`src/rtl/pingpong_settings.svh`:
```
`ifndef PINGPONG_SETTINGS_SVH
`define PINGPONG_SETTINGS_SVH

//////////////////////////////////////////////////
// frame and bank sizing
//////////////////////////////////////////////////

`define PP_FRAME_WORDS 1155  // pixels per input frame

`define PP_SRAM_DEPTH 2048   // words per bank, at least the frame length

//////////////////////////////////////////////////
// word widths
//////////////////////////////////////////////////

`define PP_DATA_W 8   // pixel width
`define PP_ADDR_W 16  // sram and conv address width

`endif
```
`src/rtl/pingpong_pkg.sv`:
```
`default_nettype none

`include "pingpong_settings.svh"

package pingpong_pkg;

  // one pixel as it sits in a bank
  typedef logic [`PP_DATA_W-1:0] pixel_t;

  // sram word address, also used by the conv engine
  typedef logic [`PP_ADDR_W-1:0] addr_t;

  // bank currently being filled by the loader
  typedef enum logic {
    bank_a = 1'b0,  // sram0
    bank_b = 1'b1   // sram1
  } bank_e;

endpackage

`default_nettype wire

```
`src/rtl/pingpong_ctrl.sv`:
```
`timescale 1ns/1ps
`default_nettype none

`include "pingpong_settings.svh"

module pingpong_ctrl #(
  parameter int FRAME_WORDS = `PP_FRAME_WORDS
) (
  input  wire                       i_clk_input,
  input  wire                       i_rst_n,
  input  wire                       i_switch_pingpong,
  input  wire pingpong_pkg::pixel_t i_data_din,
  input  wire                       i_data_din_vld,
  input  wire pingpong_pkg::addr_t  i_conv_addr,
  output logic                      o_pl_buffer_ready,
  // sram0 is bank_a
  output logic                      o_sram0_cs,
  output logic                      o_sram0_we,
  output pingpong_pkg::addr_t       o_sram0_addr,
  output pingpong_pkg::pixel_t      o_sram0_din,
  input  wire pingpong_pkg::pixel_t i_sram0_dout,
  // sram1 is bank_b
  output logic                      o_sram1_cs,
  output logic                      o_sram1_we,
  output pingpong_pkg::addr_t       o_sram1_addr,
  output pingpong_pkg::pixel_t      o_sram1_din,
  input  wire pingpong_pkg::pixel_t i_sram1_dout,
  output pingpong_pkg::pixel_t      o_conv_dout
);

  localparam pingpong_pkg::addr_t FRAME_LEN = pingpong_pkg::addr_t'(FRAME_WORDS);

  logic                switch_q;   // registered copy of the switch level
  logic                run_q;      // low during and right after reset
  logic                ready_q;
  pingpong_pkg::addr_t fill_cnt;
  pingpong_pkg::bank_e fill_bank;
  pingpong_pkg::bank_e rd_bank;
  pingpong_pkg::bank_e rd_bank_q;  // bank of the read in flight
  logic                swap;
  logic                accept;
  logic                fill_a;

  //////////////////////////////////////////////////
  // bank state and fill counter
  //////////////////////////////////////////////////

  assign fill_bank = switch_q ? pingpong_pkg::bank_b : pingpong_pkg::bank_a;
  assign rd_bank   = (fill_bank == pingpong_pkg::bank_a) ? pingpong_pkg::bank_b
                                                         : pingpong_pkg::bank_a;
  assign fill_a    = (fill_bank == pingpong_pkg::bank_a);

  assign swap   = (i_switch_pingpong != switch_q);  // level change seen this edge
  // swap beats a write on the same edge
  assign accept = run_q && i_data_din_vld && (fill_cnt < FRAME_LEN) && !swap;

  always_ff @(posedge i_clk_input) begin
    if (!i_rst_n) begin
      switch_q <= 1'b0;
      run_q    <= 1'b0;
      fill_cnt <= '0;
      ready_q  <= 1'b0;
    end else begin
      run_q <= 1'b1;
      if (swap) begin
        switch_q <= i_switch_pingpong;
        fill_cnt <= '0;
        ready_q  <= 1'b0;   // new fill bank starts empty
      end else if (accept) begin
        fill_cnt <= fill_cnt + 1'b1;
        if (fill_cnt == FRAME_LEN - 1'b1) begin
          ready_q <= 1'b1;  // last beat of the frame
        end
      end
    end
  end

  assign o_pl_buffer_ready = ready_q;

  //////////////////////////////////////////////////
  // port steering
  //////////////////////////////////////////////////

  // fill bank sees the counter and the write strobe,
  // read bank sees the conv address with a read strobe
  assign o_sram0_cs   = fill_a ? accept : run_q;
  assign o_sram0_we   = fill_a & accept;
  assign o_sram0_addr = fill_a ? fill_cnt : i_conv_addr;
  assign o_sram0_din  = i_data_din;

  assign o_sram1_cs   = fill_a ? run_q : accept;
  assign o_sram1_we   = !fill_a & accept;
  assign o_sram1_addr = fill_a ? i_conv_addr : fill_cnt;
  assign o_sram1_din  = i_data_din;

  //////////////////////////////////////////////////
  // read data select
  //////////////////////////////////////////////////

  // captured with the read so a swap does not redirect it
  always_ff @(posedge i_clk_input) begin
    if (!i_rst_n) begin
      rd_bank_q <= pingpong_pkg::bank_b;
    end else begin
      rd_bank_q <= rd_bank;
    end
  end

  assign o_conv_dout = (rd_bank_q == pingpong_pkg::bank_a) ? i_sram0_dout
                                                           : i_sram1_dout;

endmodule

`default_nettype wire

```
`config.mk`:
```
export PLATFORM = sky130hd
export DESIGN_NAME = pingpong_ctrl
export DESIGN_NICKNAME = d
export VERILOG_FILES = /design/src/rtl/pingpong_pkg.sv /design/src/rtl/pingpong_ctrl.sv
export VERILOG_INCLUDE_DIRS = /design/src /design/src/rtl
export SDC_FILE = /design/constraint.sdc
export NUM_CORES = 1
export LEC_CHECK = 0
export BUFFER_PORTS_ARGS = -buffer_cell sky130_fd_sc_hd__buf_2
export CORE_ASPECT_RATIO = 0.8
export CORE_MARGIN = 2
export CORE_UTILIZATION = 45
export DETAILED_ROUTE_END_ITERATION = 7
export MAX_ROUTING_LAYER = met4
export PLACE_DENSITY = 0.93
export SLEW_MARGIN = 20
export SYNTH_ARGS = -nofsm -noshare
export SYNTH_HDL_FRONTEND = slang
export SYNTH_SLANG_ARGS = --single-unit
```
`constraint.sdc`:
```
create_clock -name i_clk_input -period 3.5 [get_ports i_clk_input]
set_clock_uncertainty 0.1 [all_clocks]
set_input_delay 0.7 -clock i_clk_input [delete_from_list [all_inputs] [get_ports i_clk_input]]
set_output_delay 0.7 -clock i_clk_input [all_outputs]
set_load 0.02 [all_outputs]
```
After elaboration in Yosys (flattened, before gate mapping)
Cells that the tools add are included.
{ "totals": {"register_bits": 20, "out_inout_bits": 61} }
{ "op_classes": {"add_sub_neg": 1, "order_cmp": 1, "n_eq_ne": 2, "mux": 8, "bitwise_logic": 4, "n_reduce_logical": 6} }
{ "op_table": {"columns": ["cell", "count"], "rows": [
  ["$mux 16", 2],
  ["$add 16x1->16 const B", 1],
  ["$eq 16x11->1 const B", 1],
  ["$lt 16x11->1 const B", 1],
  ["$mux 8", 1],
  ["$mux 1", 5],
  ["$logic_and 1x1->1", 3],
  ["$and 1x1->1", 2],
  ["$not 1->1", 2],
  ["$reduce_and 2->1", 1],
  ["$reduce_or 2->1", 1],
  ["$logic_not 1->1", 1],
  ["$ne 1x1->1", 1]
]} }

Depth between registers and ports, before layout
Gate-level depths: netlist (run 1).
{ "logic_depth": {"depth_word": 4, "mapped_depth": 6, "ltp_nobuf": 6} }

Worst setup path after synthesis (run 1)
Ideal clock, no wire load.
{ "synth_path": {"kind": "input -> output", "startpoint": "input port i_switch_pingpong", "endpoint": "output port o_sram0_cs", "arrival_ns": 1.805, "t_required_ns": 2.700, "slack_ns": 0.895, "path_stages": 5, "cell_sequence": "xnor2_4 nand4_4 a21oi_4 and2b_1 a21o_1"} }
{ "synth_via": {"elab_chain_cells": 4} }
{ "synth_lines": {"columns": ["item", "line_no", "rtl"], "rows": [
  ["start, declared", "pingpong_ctrl.sv:11", "input wire i_switch_pingpong,"],
  ["$ne 1x1->1", "pingpong_ctrl.sv:53", "assign swap = (i_switch_pingpong != switch_q);"],
  ["$logic_not 1->1", "pingpong_ctrl.sv:55", "assign accept = run_q && i_data_din_vld && (fill_cnt < FRAME_LEN) && !swap;"],
  ["$logic_and 1x1->1", "pingpong_ctrl.sv:55", null],
  ["$mux 1", "pingpong_ctrl.sv:86", "assign o_sram0_cs = fill_a ? accept : run_q;"],
  ["end, declared", "pingpong_ctrl.sv:17", "output logic o_sram0_cs,"]
]} }
No other way between the ends.

Worst setup path after layout (run 1)
Same ends and word-level chain as after synthesis.

==> results.py, run 1 <==
metrics = {
    "outcome": {
        "status": "finished, final reports clean",
    },
    "final_layout": {
        "mostFrequentLayoutCells": "buf_2 (80), mux2_2 (38), dfxtp_1 (19)",
        "drive_above_1_share": 0.618,
        "final_common_cell": "buf_2",
        "fillers": 325,
        "multi_input_area_um2": 1000,
        "register_area_um2": 402,
        "area_delta_synth_final_pct": 22.7,
        "antennaDiodeCount": 0,
        "final_area_um2": 1920,
        "final_nets": 268,
    },
    "die": {
        "start_util": 0.463,
        "die_h_um": 56.7,
        "die-width_um": 69.9,
        "coreArea_um2": 3380,
        "rows": 19,
        "io-pin-count": 105,
        "die_area_um2": 3960,
    },
    "sta": {
        "worst_pin_slew_ps": 505,
        "grt_setup_unrepaired": "no",
        "max_freq_ghz": 0.353,
        "final_max_slew_viol_count": 0,
        "finalCriticalPeriod_ps": 2830,
        "slew_headroom": 0.660,
        "final_hold_viol_count": 0,
        "setup_slack_ps": 666,
        "setup_viol": 0,
        "fin_crit_sh": 0.810,
        "finalSetupTns_ps": 0,
    },
    "worst_setup_path": {
        "critPathMaxStageDelay_ps": 320,
        "cp_common_cell": "buf_2",
        "path_class": "in2out",
        "rrSetupSlack_ps": 1770,
        "critPathBufInv": 2,
        "critPathMaxFanout": 9,
        "arrival_ps": 2030,
        "path_cells": "buf_2, xnor2_4, nand4_4, a21oi_4, and2b_1, a21o_1, buf_2",
        "critPathLaunchType": "primary input",
        "cp_top_family": "simple AND/OR/NAND/NOR gates",
        "cp-end-kind": "primary output",
        "crit_required_ps": 2700,
        "crit_slowest_cell": "a21oi_4",
    },
    "cts": {
        "clk_path_buf_depth": 2,
        "hold_buffers": 0,
        "cts_setup_buffers": 0,
        "cts_buffers": 3,
        "cts-root-buf": "clkbuf_8",
        "clk_latency_ps": 260,
        "htree_levels": 1,
        "cts.sinks": 20,
        "cts_tree": "yes",
        "path_clk_slew_ps": 60,
        "postCtsResizedCells": 0,
    },
    "routing": {
        "drc": 0,
        "viasPerCell": 5.24,
        "routedWlPerCell_um": 13.9,
        "totalWireLength_mm": 3.63,
        "drtIter0Drc": 34,
        "vias": 1372,
        "antenna_left": 0,
        "drt-pass1-iter-count": 4,
    },
    "power": {
        "p_switching_uw": 156,
        "p_comb_frac": 0.280,
        "p_leak_uw": 0.000880,
        "power_density_nw_per_um2": 276,
        "clkPwrFrac": 0.277,
        "peakVddDrop_mv": 0.200,
        "internal_power_uw": 373,
        "p_sw_frac": 0.294,
        "power_frac_seq": 0.443,
    },
    "placed_design": {
        "placed_area_um2": 1880,
        "pre_cts_ws_ps": 698,
        "hpwl_mm": 2.87,
        "gp_congestion": 0.895,
        "numPortBuffers": 80,
    },
    "synth": {
        "synth.area.top_cells": "mux2_2 (27%), dfxtp_1 (26%), buf_4 (7.7%)",
        "syn-num-nets": 205,
        "synth.distinct_cells": 34,
        "synth_edf_count": 0,
        "ys.flop_type": "dfxtp_1",
        "syn_area_um2": 1560,
        "synthCells": 159,
        "synth_seq_cells": 20,
        "async_flop_share": 0,
        "avgSynthCellArea_um2": 9.83,
        "synth-seq-area-share": 0.256,
        "yosys.area.top_type": "mux2_2",
        "yosys_warnings": 0,
        "yosysTopAreaCellShare": 0.274,
    },
    "grt": {
        "overflow": 0,
        "grt_pass1_vias": 1214,
        "antenna_found_initial": 0,
        "grt_max_degree": 41,
        "grt_pass1_wl_mm": 5.82,
        "grtUsageTotal": 0.187,
    },
    "worst_hold_path": {
        "worstHoldPathType": "reg2reg",
    },
    "job": {
        "maxCapViolCount": 0,
    },
}
-- worst min-delay path: cells and delay by family (launching register included) --
| family | cells | cell delay [ps] |
|---|---|---|
| compound gates | 1 | 40 |
| flops | 1 | 340 |
| simple gates | 1 | 70 |
-- worst paths after layout --
kind,start,endpoint,cells past startpoint
setup / recovery,i_switch_pingpong,o_sram0_cs,7
hold / removal,o_pl_buffer_ready,o_pl_buffer_ready,2
setup reg to reg,fill_cnt[2],fill_cnt[7],5
hold reg to reg,o_pl_buffer_ready,o_pl_buffer_ready,2
-- power by group through the flow --
stage | registers, uW | logic (uW) | clock network (uW)
floorplan | 236 | 124 | 0
global placement | 239 | 144 | 0
detailed placement | 239 | 148 | 0
CTS | 234 | 148 | 148
global route | 235 | 158 | 159
finish | 234 | 148 | 146
-- logic make-up after synthesis --
logic type | count (synthesis) | synth area share
AO/OA/AOI/OAI | 15 | 0.0865
XOR/XNOR | 9 | 0.0625
adder cells (fa/ha/maj) | 2 | 0.0160
buffers and inverters | 26 | 0.102
flip-flops | 20 | 0.256
multiplexers | 38 | 0.274
AND/OR/NAND/NOR | 49 | 0.203
-- layout make-up --
type | count | area share
multi-input combinational | 113 | 0.523
timing repair buffer | 81 | 0.213
sequential | 20 | 0.209
tap | 42 | 0.0274
clock buffer | 3 | 0.0215
inverter | 3 | 0.00587
-- cells in the mapped netlist, types with 5 or more instances --
cell     number
and3_1        5
buf_4        16
dfxtp_1      20
mux2_2       38
nand2_1      11
nor2_1       14
xnor2_1       8
-- registers in the layout, indices dropped and copies added, names as in the netlist --
name / cells
o_pl_buffer_ready: 1
run_q: 1
fill_cnt: 16
switch_q: 1
rd_bank_q: 1
-- layer usage --
metal	vias to the layer above	track usage	part of all wire
li1	672	-	-
met1	627	0.242	0.43
met2	65	0.297	0.48
met3	8	0.0431	0.077
met4	0	0.0467	0.014
met5	-	-	0
-- metrics by stage --
step,hold slack (ps),cells,util,total power [uW]
6_report,381,262,0.568,529
5_1_grt,447,262,0.568,552
4_1_cts,378,262,0.568,530
3_5_place_dp,362,259,0.556,387
3_3_place_gp,368,259,0.556,383
2_1_floorplan,389,159,-,361
Power figures use the tool's default switching activity.
==> inputs of run 2 (changes only) <==
--- a/config.mk
+++ b/config.mk
@@ -9,10 +9,10 @@
 export BUFFER_PORTS_ARGS = -buffer_cell sky130_fd_sc_hd__buf_2
 export CORE_ASPECT_RATIO = 0.8
 export CORE_MARGIN = 2
-export CORE_UTILIZATION = 45
+export CORE_UTILIZATION = 38
 export DETAILED_ROUTE_END_ITERATION = 7
 export MAX_ROUTING_LAYER = met4
-export PLACE_DENSITY = 0.93
+export PLACE_DENSITY = 0.84
 export SLEW_MARGIN = 20
 export SYNTH_ARGS = -nofsm -noshare
 export SYNTH_HDL_FRONTEND = slang
==> constraint.sdc (replaced) <==
create_clock -name i_clk_input -period 2.6 [get_ports i_clk_input]
set_clock_uncertainty 0.1 [all_clocks]
set_input_delay 0.52 -clock i_clk_input [delete_from_list [all_inputs] [get_ports i_clk_input]]
set_output_delay 0.52 -clock i_clk_input [all_outputs]
set_load 0.02 [all_outputs]
==> results.py, run 2 (synthesis gave the netlist of run 1 again) <==
metrics = {
    "worst_setup_path": {
        "critPathMaxFanout": 8,
        "cp_top_family": "simple AND/OR/NAND/NOR gates",
        "critPathBufInv": 2,
        "arrival_ps": 1890,
        "rrSetupSlack_ps": 740,
        "cp.depth": 6,
        "r2r_start": "fill_cnt[13]",
        "critPathMaxStageDelay_ps": 370,
        "crit_slowest_cell": "nor4_4",
        "path_cells": "nor4_4, nand4_4, a21oi_4, buf_4, and2_1, buf_2",
        "r2r_cells": 7,
        "critPathLaunchType": "flip-flop",
        "crit_required_ps": 1980,
        "path_class": "reg2out",
        "r2r-end": "fill_cnt[0]",
        "cp-end-kind": "primary output",
    },
    "grt": {
        "grt_max_degree": 41,
        "grtUsageTotal": 0.149,
        "grt_pass1_wl_mm": 5.00,
        "antenna_found_initial": 0,
        "grt_pass1_vias": 1080,
        "overflow": 0,
    },
    "placed_design": {
        "placed_area_um2": 1900,
        "placed_cells": 273,
        "hpwl_mm": 2.73,
        "gp_congestion": 0.847,
        "numPortBuffers": 80,
    },
    "job": {
        "maxCapViolCount": 0,
    },
    "cts": {
        "hold_buffers": 0,
        "clk_path_buf_depth": 2,
        "cts_tree": "yes",
        "cts.sinks": 20,
        "cts-root-buf": "clkbuf_8",
        "path_clk_slew_ps": 70,
        "cts_buffers": 3,
        "htree_levels": 1,
        "clk_latency_ps": 260,
    },
    "sta": {
        "fin_crit_sh": 0.967,
        "max_freq_ghz": 0.398,
        "setup_viol": 0,
        "holdWs_ps": 372,
        "final_hold_viol_count": 0,
        "slew_headroom": 0.685,
        "worst_pin_slew_ps": 468,
        "finalSetupTns_ps": 0,
        "final_max_slew_viol_count": 0,
        "finalCriticalPeriod_ps": 2510,
    },
    "die": {
        "rows": 20,
        "die-width_um": 75.7,
        "start_util": 0.403,
        "io-pin-count": 105,
        "coreArea_um2": 3880,
        "die_h_um": 61.4,
        "die_area_um2": 4640,
    },
    "routing": {
        "vias": 1354,
        "viasPerCell": 4.85,
        "totalWireLength_mm": 3.57,
        "drt-pass1-iter-count": 4,
        "drc": 0,
        "routedWlPerCell_um": 12.8,
        "antenna_left": 0,
        "drtIter0Drc": 60,
    },
    "final_layout": {
        "fin_cells": 279,
        "final_nets": 272,
        "mostFrequentLayoutCells": "buf_2 (80), mux2_2 (38), dfxtp_1 (19)",
        "final_area_um2": 1960,
        "largest_register_ffs": 16,
        "final_common_cell": "buf_2",
        "area_delta_synth_final_pct": 25.7,
        "multi_input_area_um2": 1000,
        "drive_above_1_share": 0.625,
        "fillers": 364,
        "antennaDiodeCount": 0,
        "regMostFlops": "fill_cnt",
        "register_area_um2": 402,
    },
    "power": {
        "power_density_nw_per_um2": 363,
        "power_uw": 713,
        "peakVddDrop_mv": 0.169,
        "p_leak_uw": 0.000901,
    },
    "worst_hold_path": {
        "hold_path_depth": 1,
        "min_to": "run_q",
        "worstHoldPathType": "in2reg",
        "min_from": "i_rst_n",
    },
    "outcome": {
        "status": "finished, final reports clean",
    },
}
==> run 2: changes by cell type in the layout (fill, tap and decap cells not counted) <==
| cell | delta |
|---|---|
| buf_4 | +4 |
==> run 2: per-stage QoR <==
stage | utilization | setup slack (ps)
after floorplan | - | 355
after global placement | 0.490 | 197
after detailed placement | 0.490 | 172
after CTS | 0.501 | 57.9
after global routing | 0.506 | -22.7
final | 0.506 | 86.2
==> run 2: worst max-delay path by stage <==
stage                       from    endpoint  slack (ps)
2_1_floorplan  i_switch_pingpong  o_sram0_cs         350
3_3_place_gp   i_switch_pingpong  o_sram0_cs         200
3_5_place_dp   i_switch_pingpong  o_sram0_cs         170
4_1_cts             fill_cnt[13]  o_sram0_cs          60
5_1_grt             fill_cnt[13]  o_sram1_we         -20
6_report            fill_cnt[13]  o_sram1_we          90
==> run 2: layer usage <==
layer	global-route usage	wire (um)	vias to the layer above
li1	-	-	678
met1	0.191	1670	612
met2	0.231	1600	60
met3	0.0360	251	4
met4	0.0476	40	0
met5	-	0	-
==> run 2: cell type report <==
class | count | share of cell area
Inverter | 3 | 0.00573
Multi-Input combinational cell | 113 | 0.511
Tap cell | 55 | 0.0350
Sequential cell | 20 | 0.204
Clock buffer | 3 | 0.0210
Timing Repair Buffer | 85 | 0.223
==> run 2: repair_timing <==
action                                  CTS  global route
endpoints found under the setup margin    0             3
buffers inserted                          0             3
resized for setup                         0             0
==> run 2: power breakdown <==
group | switching (uW) | total [uW] | internal, uW
Clock | 93.1 | 196 | 103
Combinational | 110 | 202 | 92.0
Sequential | 5.35 | 315 | 310
==> inputs of run 3 (changes only) <==
--- a/config.mk
+++ b/config.mk
@@ -6,13 +6,14 @@
 export SDC_FILE = /design/constraint.sdc
 export NUM_CORES = 1
 export LEC_CHECK = 0
+export ABC_AREA = 1
 export BUFFER_PORTS_ARGS = -buffer_cell sky130_fd_sc_hd__buf_2
 export CORE_ASPECT_RATIO = 0.8
 export CORE_MARGIN = 2
-export CORE_UTILIZATION = 38
+export CORE_UTILIZATION = 39
 export DETAILED_ROUTE_END_ITERATION = 7
 export MAX_ROUTING_LAYER = met4
-export PLACE_DENSITY = 0.84
+export PLACE_DENSITY = 0.85
 export SLEW_MARGIN = 20
 export SYNTH_ARGS = -nofsm -noshare
 export SYNTH_HDL_FRONTEND = slang
==> results.py, run 3 <==
metrics = {
    "synth": {
        "yosys-top-cells-count": "nand2_1 (68), o21ai_0 (36), nor2_1 (34), inv_1 (29), dfxtp_1 (20)",
        "synth_most_common_cell": "nand2_1",
        "synth-seq-area-share": 0.244,
        "async_flop_share": 0,
        "synth_seq_cells": 20,
        "synth.area.top_cells": "dfxtp_1 (24%), nand2_1 (16%), o21ai_0 (11%)",
        "yosysTopAreaCellShare": 0.244,
        "synth_edf_count": 0,
        "syn-num-nets": 313,
        "ys.flop_type": "dfxtp_1",
        "synth.distinct_cells": 21,
        "yosys_warnings": 0,
        "synthCells": 267,
        "syn_area_um2": 1640,
        "yosys.area.top_type": "dfxtp_1",
        "avgSynthCellArea_um2": 6.14,
    },
    "grt": {
        "grtUsageTotal": 0.177,
        "grt_max_degree": 35,
        "overflow": 0,
        "grt_pass1_wl_mm": 6.58,
        "grt_pass1_vias": 1495,
        "antenna_found_initial": 0,
    },
    "placed_design": {
        "gp_congestion": 0.891,
        "placed_area_um2": 1960,
        "pre_cts_ws_ps": 463,
        "numPortBuffers": 80,
        "hpwl_mm": 3.30,
    },
    "cts": {
        "clk_path_buf_depth": 2,
        "path_clk_slew_ps": 80,
        "cts_setup_buffers": 0,
        "clk_latency_ps": 260,
        "cts_buffers": 3,
        "postCtsResizedCells": 0,
        "htree_levels": 1,
        "cts-root-buf": "clkbuf_8",
        "hold_buffers": 0,
        "cts_tree": "yes",
        "cts.sinks": 20,
    },
    "worst_setup_path": {
        "critPathBufInv": 2,
        "critPathMaxFanout": 19,
        "cp-end-kind": "primary output",
        "r2r_cells": 8,
        "cp_common_cell": "nand2_2",
        "r2r-end": "fill_cnt[1]",
        "critPathLaunchType": "flip-flop",
        "r2r_start": "fill_cnt[1]",
        "rrSetupSlack_ps": 900,
        "path_class": "reg2out",
        "crit_slowest_cell": "dfxtp_1",
        "arrival_ps": 1820,
        "path_cells": "ha_1, inv_1, nand2_1, nand2_2, nand2_2, o21ai_0, buf_2",
        "cp_top_family": "simple AND/OR/NAND/NOR gates",
        "critPathMaxStageDelay_ps": 360,
        "crit_required_ps": 1980,
    },
    "final_layout": {
        "regMostFlops": "fill_cnt",
        "mostFrequentLayoutCells": "buf_2 (80), nand2_1 (68), o21ai_0 (36)",
        "area_delta_synth_final_pct": 23.7,
        "antennaDiodeCount": 0,
        "final_nets": 375,
        "final_area_um2": 2030,
        "utilization": 0.495,
        "largest_register_ffs": 16,
        "final_common_cell": "buf_2",
        "drive_above_1_share": 0.341,
    },
    "die": {
        "rows": 21,
        "start_util": 0.400,
        "die_area_um2": 4740,
        "die_h_um": 62.0,
        "coreArea_um2": 4100,
        "io-pin-count": 105,
        "die-width_um": 76.5,
    },
    "sta": {
        "final_hold_viol_count": 0,
        "finalSetupTns_ps": 0,
        "worst_pin_slew_ps": 374,
        "slew_headroom": 0.750,
        "holdWs_ps": 322,
        "final_max_slew_viol_count": 0,
        "fin_crit_sh": 0.939,
        "grt_setup_unrepaired": "no",
        "finalCriticalPeriod_ps": 2440,
        "setup_slack_ps": 158,
        "setup_viol": 0,
        "max_freq_ghz": 0.410,
    },
    "routing": {
        "viasPerCell": 4.77,
        "routed.top_layer": "met4",
        "antenna_left": 0,
        "drtIter0Drc": 117,
        "drc": 0,
        "dr_wl_met2_mm": 1.99,
        "drt-met1-wl_mm": 1.99,
        "drt-pass1-iter-count": 4,
        "routedWlPerCell_um": 11.2,
        "wl_met3_um": 323,
        "totalWireLength_mm": 4.31,
        "vias": 1837,
    },
    "worst_hold_path": {
        "min_to": "run_q",
        "worstHoldPathType": "in2reg",
        "min_from": "i_rst_n",
        "hold_path_depth": 1,
    },
    "power": {
        "peakVddDrop_mv": 0.234,
        "power_density_nw_per_um2": 407,
        "p_leak_uw": 0.00102,
    },
    "job": {
        "maxCapViolCount": 0,
    },
    "outcome": {
        "status": "finished, final reports clean",
    },
}
## run 3: kinds of logic after synthesis
family,share of synthesized area
flip-flops,0.244
adder cells (fa/ha/maj),0.0153
AO/OA/AOI/OAI,0.121
AND/OR/NAND/NOR,0.377
multiplexers,0.0550
buffers and inverters,0.188
## run 3: worst reg2reg max path, cell delays in order (launching register included)
cell and delay, ps:
dfxtp_1 420, ha_1 260, inv_1 60, nand2_1 80
nand2_2 240, nand2_2 210, inv_1 80, nor2_1 90
nor2_1 60
## run 3: final cells by class
type | instances | area (um^2)
inverter | 35 | 131
clock inverter | 1 | 30.0
fill | 420 | 2070
clock buffer | 3 | 41.3
tap | 57 | 71.3
timing repair buffer | 83 | 423
sequential | 20 | 400
multi-input combinational | 186 | 931
## run 3: report_power, final
group          total (uW)  internal (uW)  switching [uW]
clock network         315            206             110
registers             313            309            4.42
logic                 197           73.6             124
total                 826            588             238
## run 3: worst max path at each step
| stage | start | to | slack, ps | cells past startpoint |
|---|---|---|---|---|
| final | fill_cnt[1] | o_sram0_cs | 160 | 7 |
| after floorplan | i_switch_pingpong | o_sram0_cs | 450 | 7 |
| after global placement | fill_cnt[2] | o_sram1_cs | 530 | 8 |
| after global routing | fill_cnt[5] | o_sram1_cs | 20 | 8 |
| after CTS | fill_cnt[1] | o_sram0_cs | 180 | 7 |
| after detailed placement | fill_cnt[2] | o_sram0_cs | 460 | 8 |
## run 3: metal layers
metal,global-route usage,vias to the layer above
li1,-,953
met1,0.230,807
met2,0.288,75
met3,0.0477,2
met4,0.0234,0
met5,-,-
## run 3: through the flow
step	cells	total power, uW
final	385	826
after global routing	385	863
after CTS	385	827
after detailed placement	381	517
after global placement	381	514
after floorplan	267	479
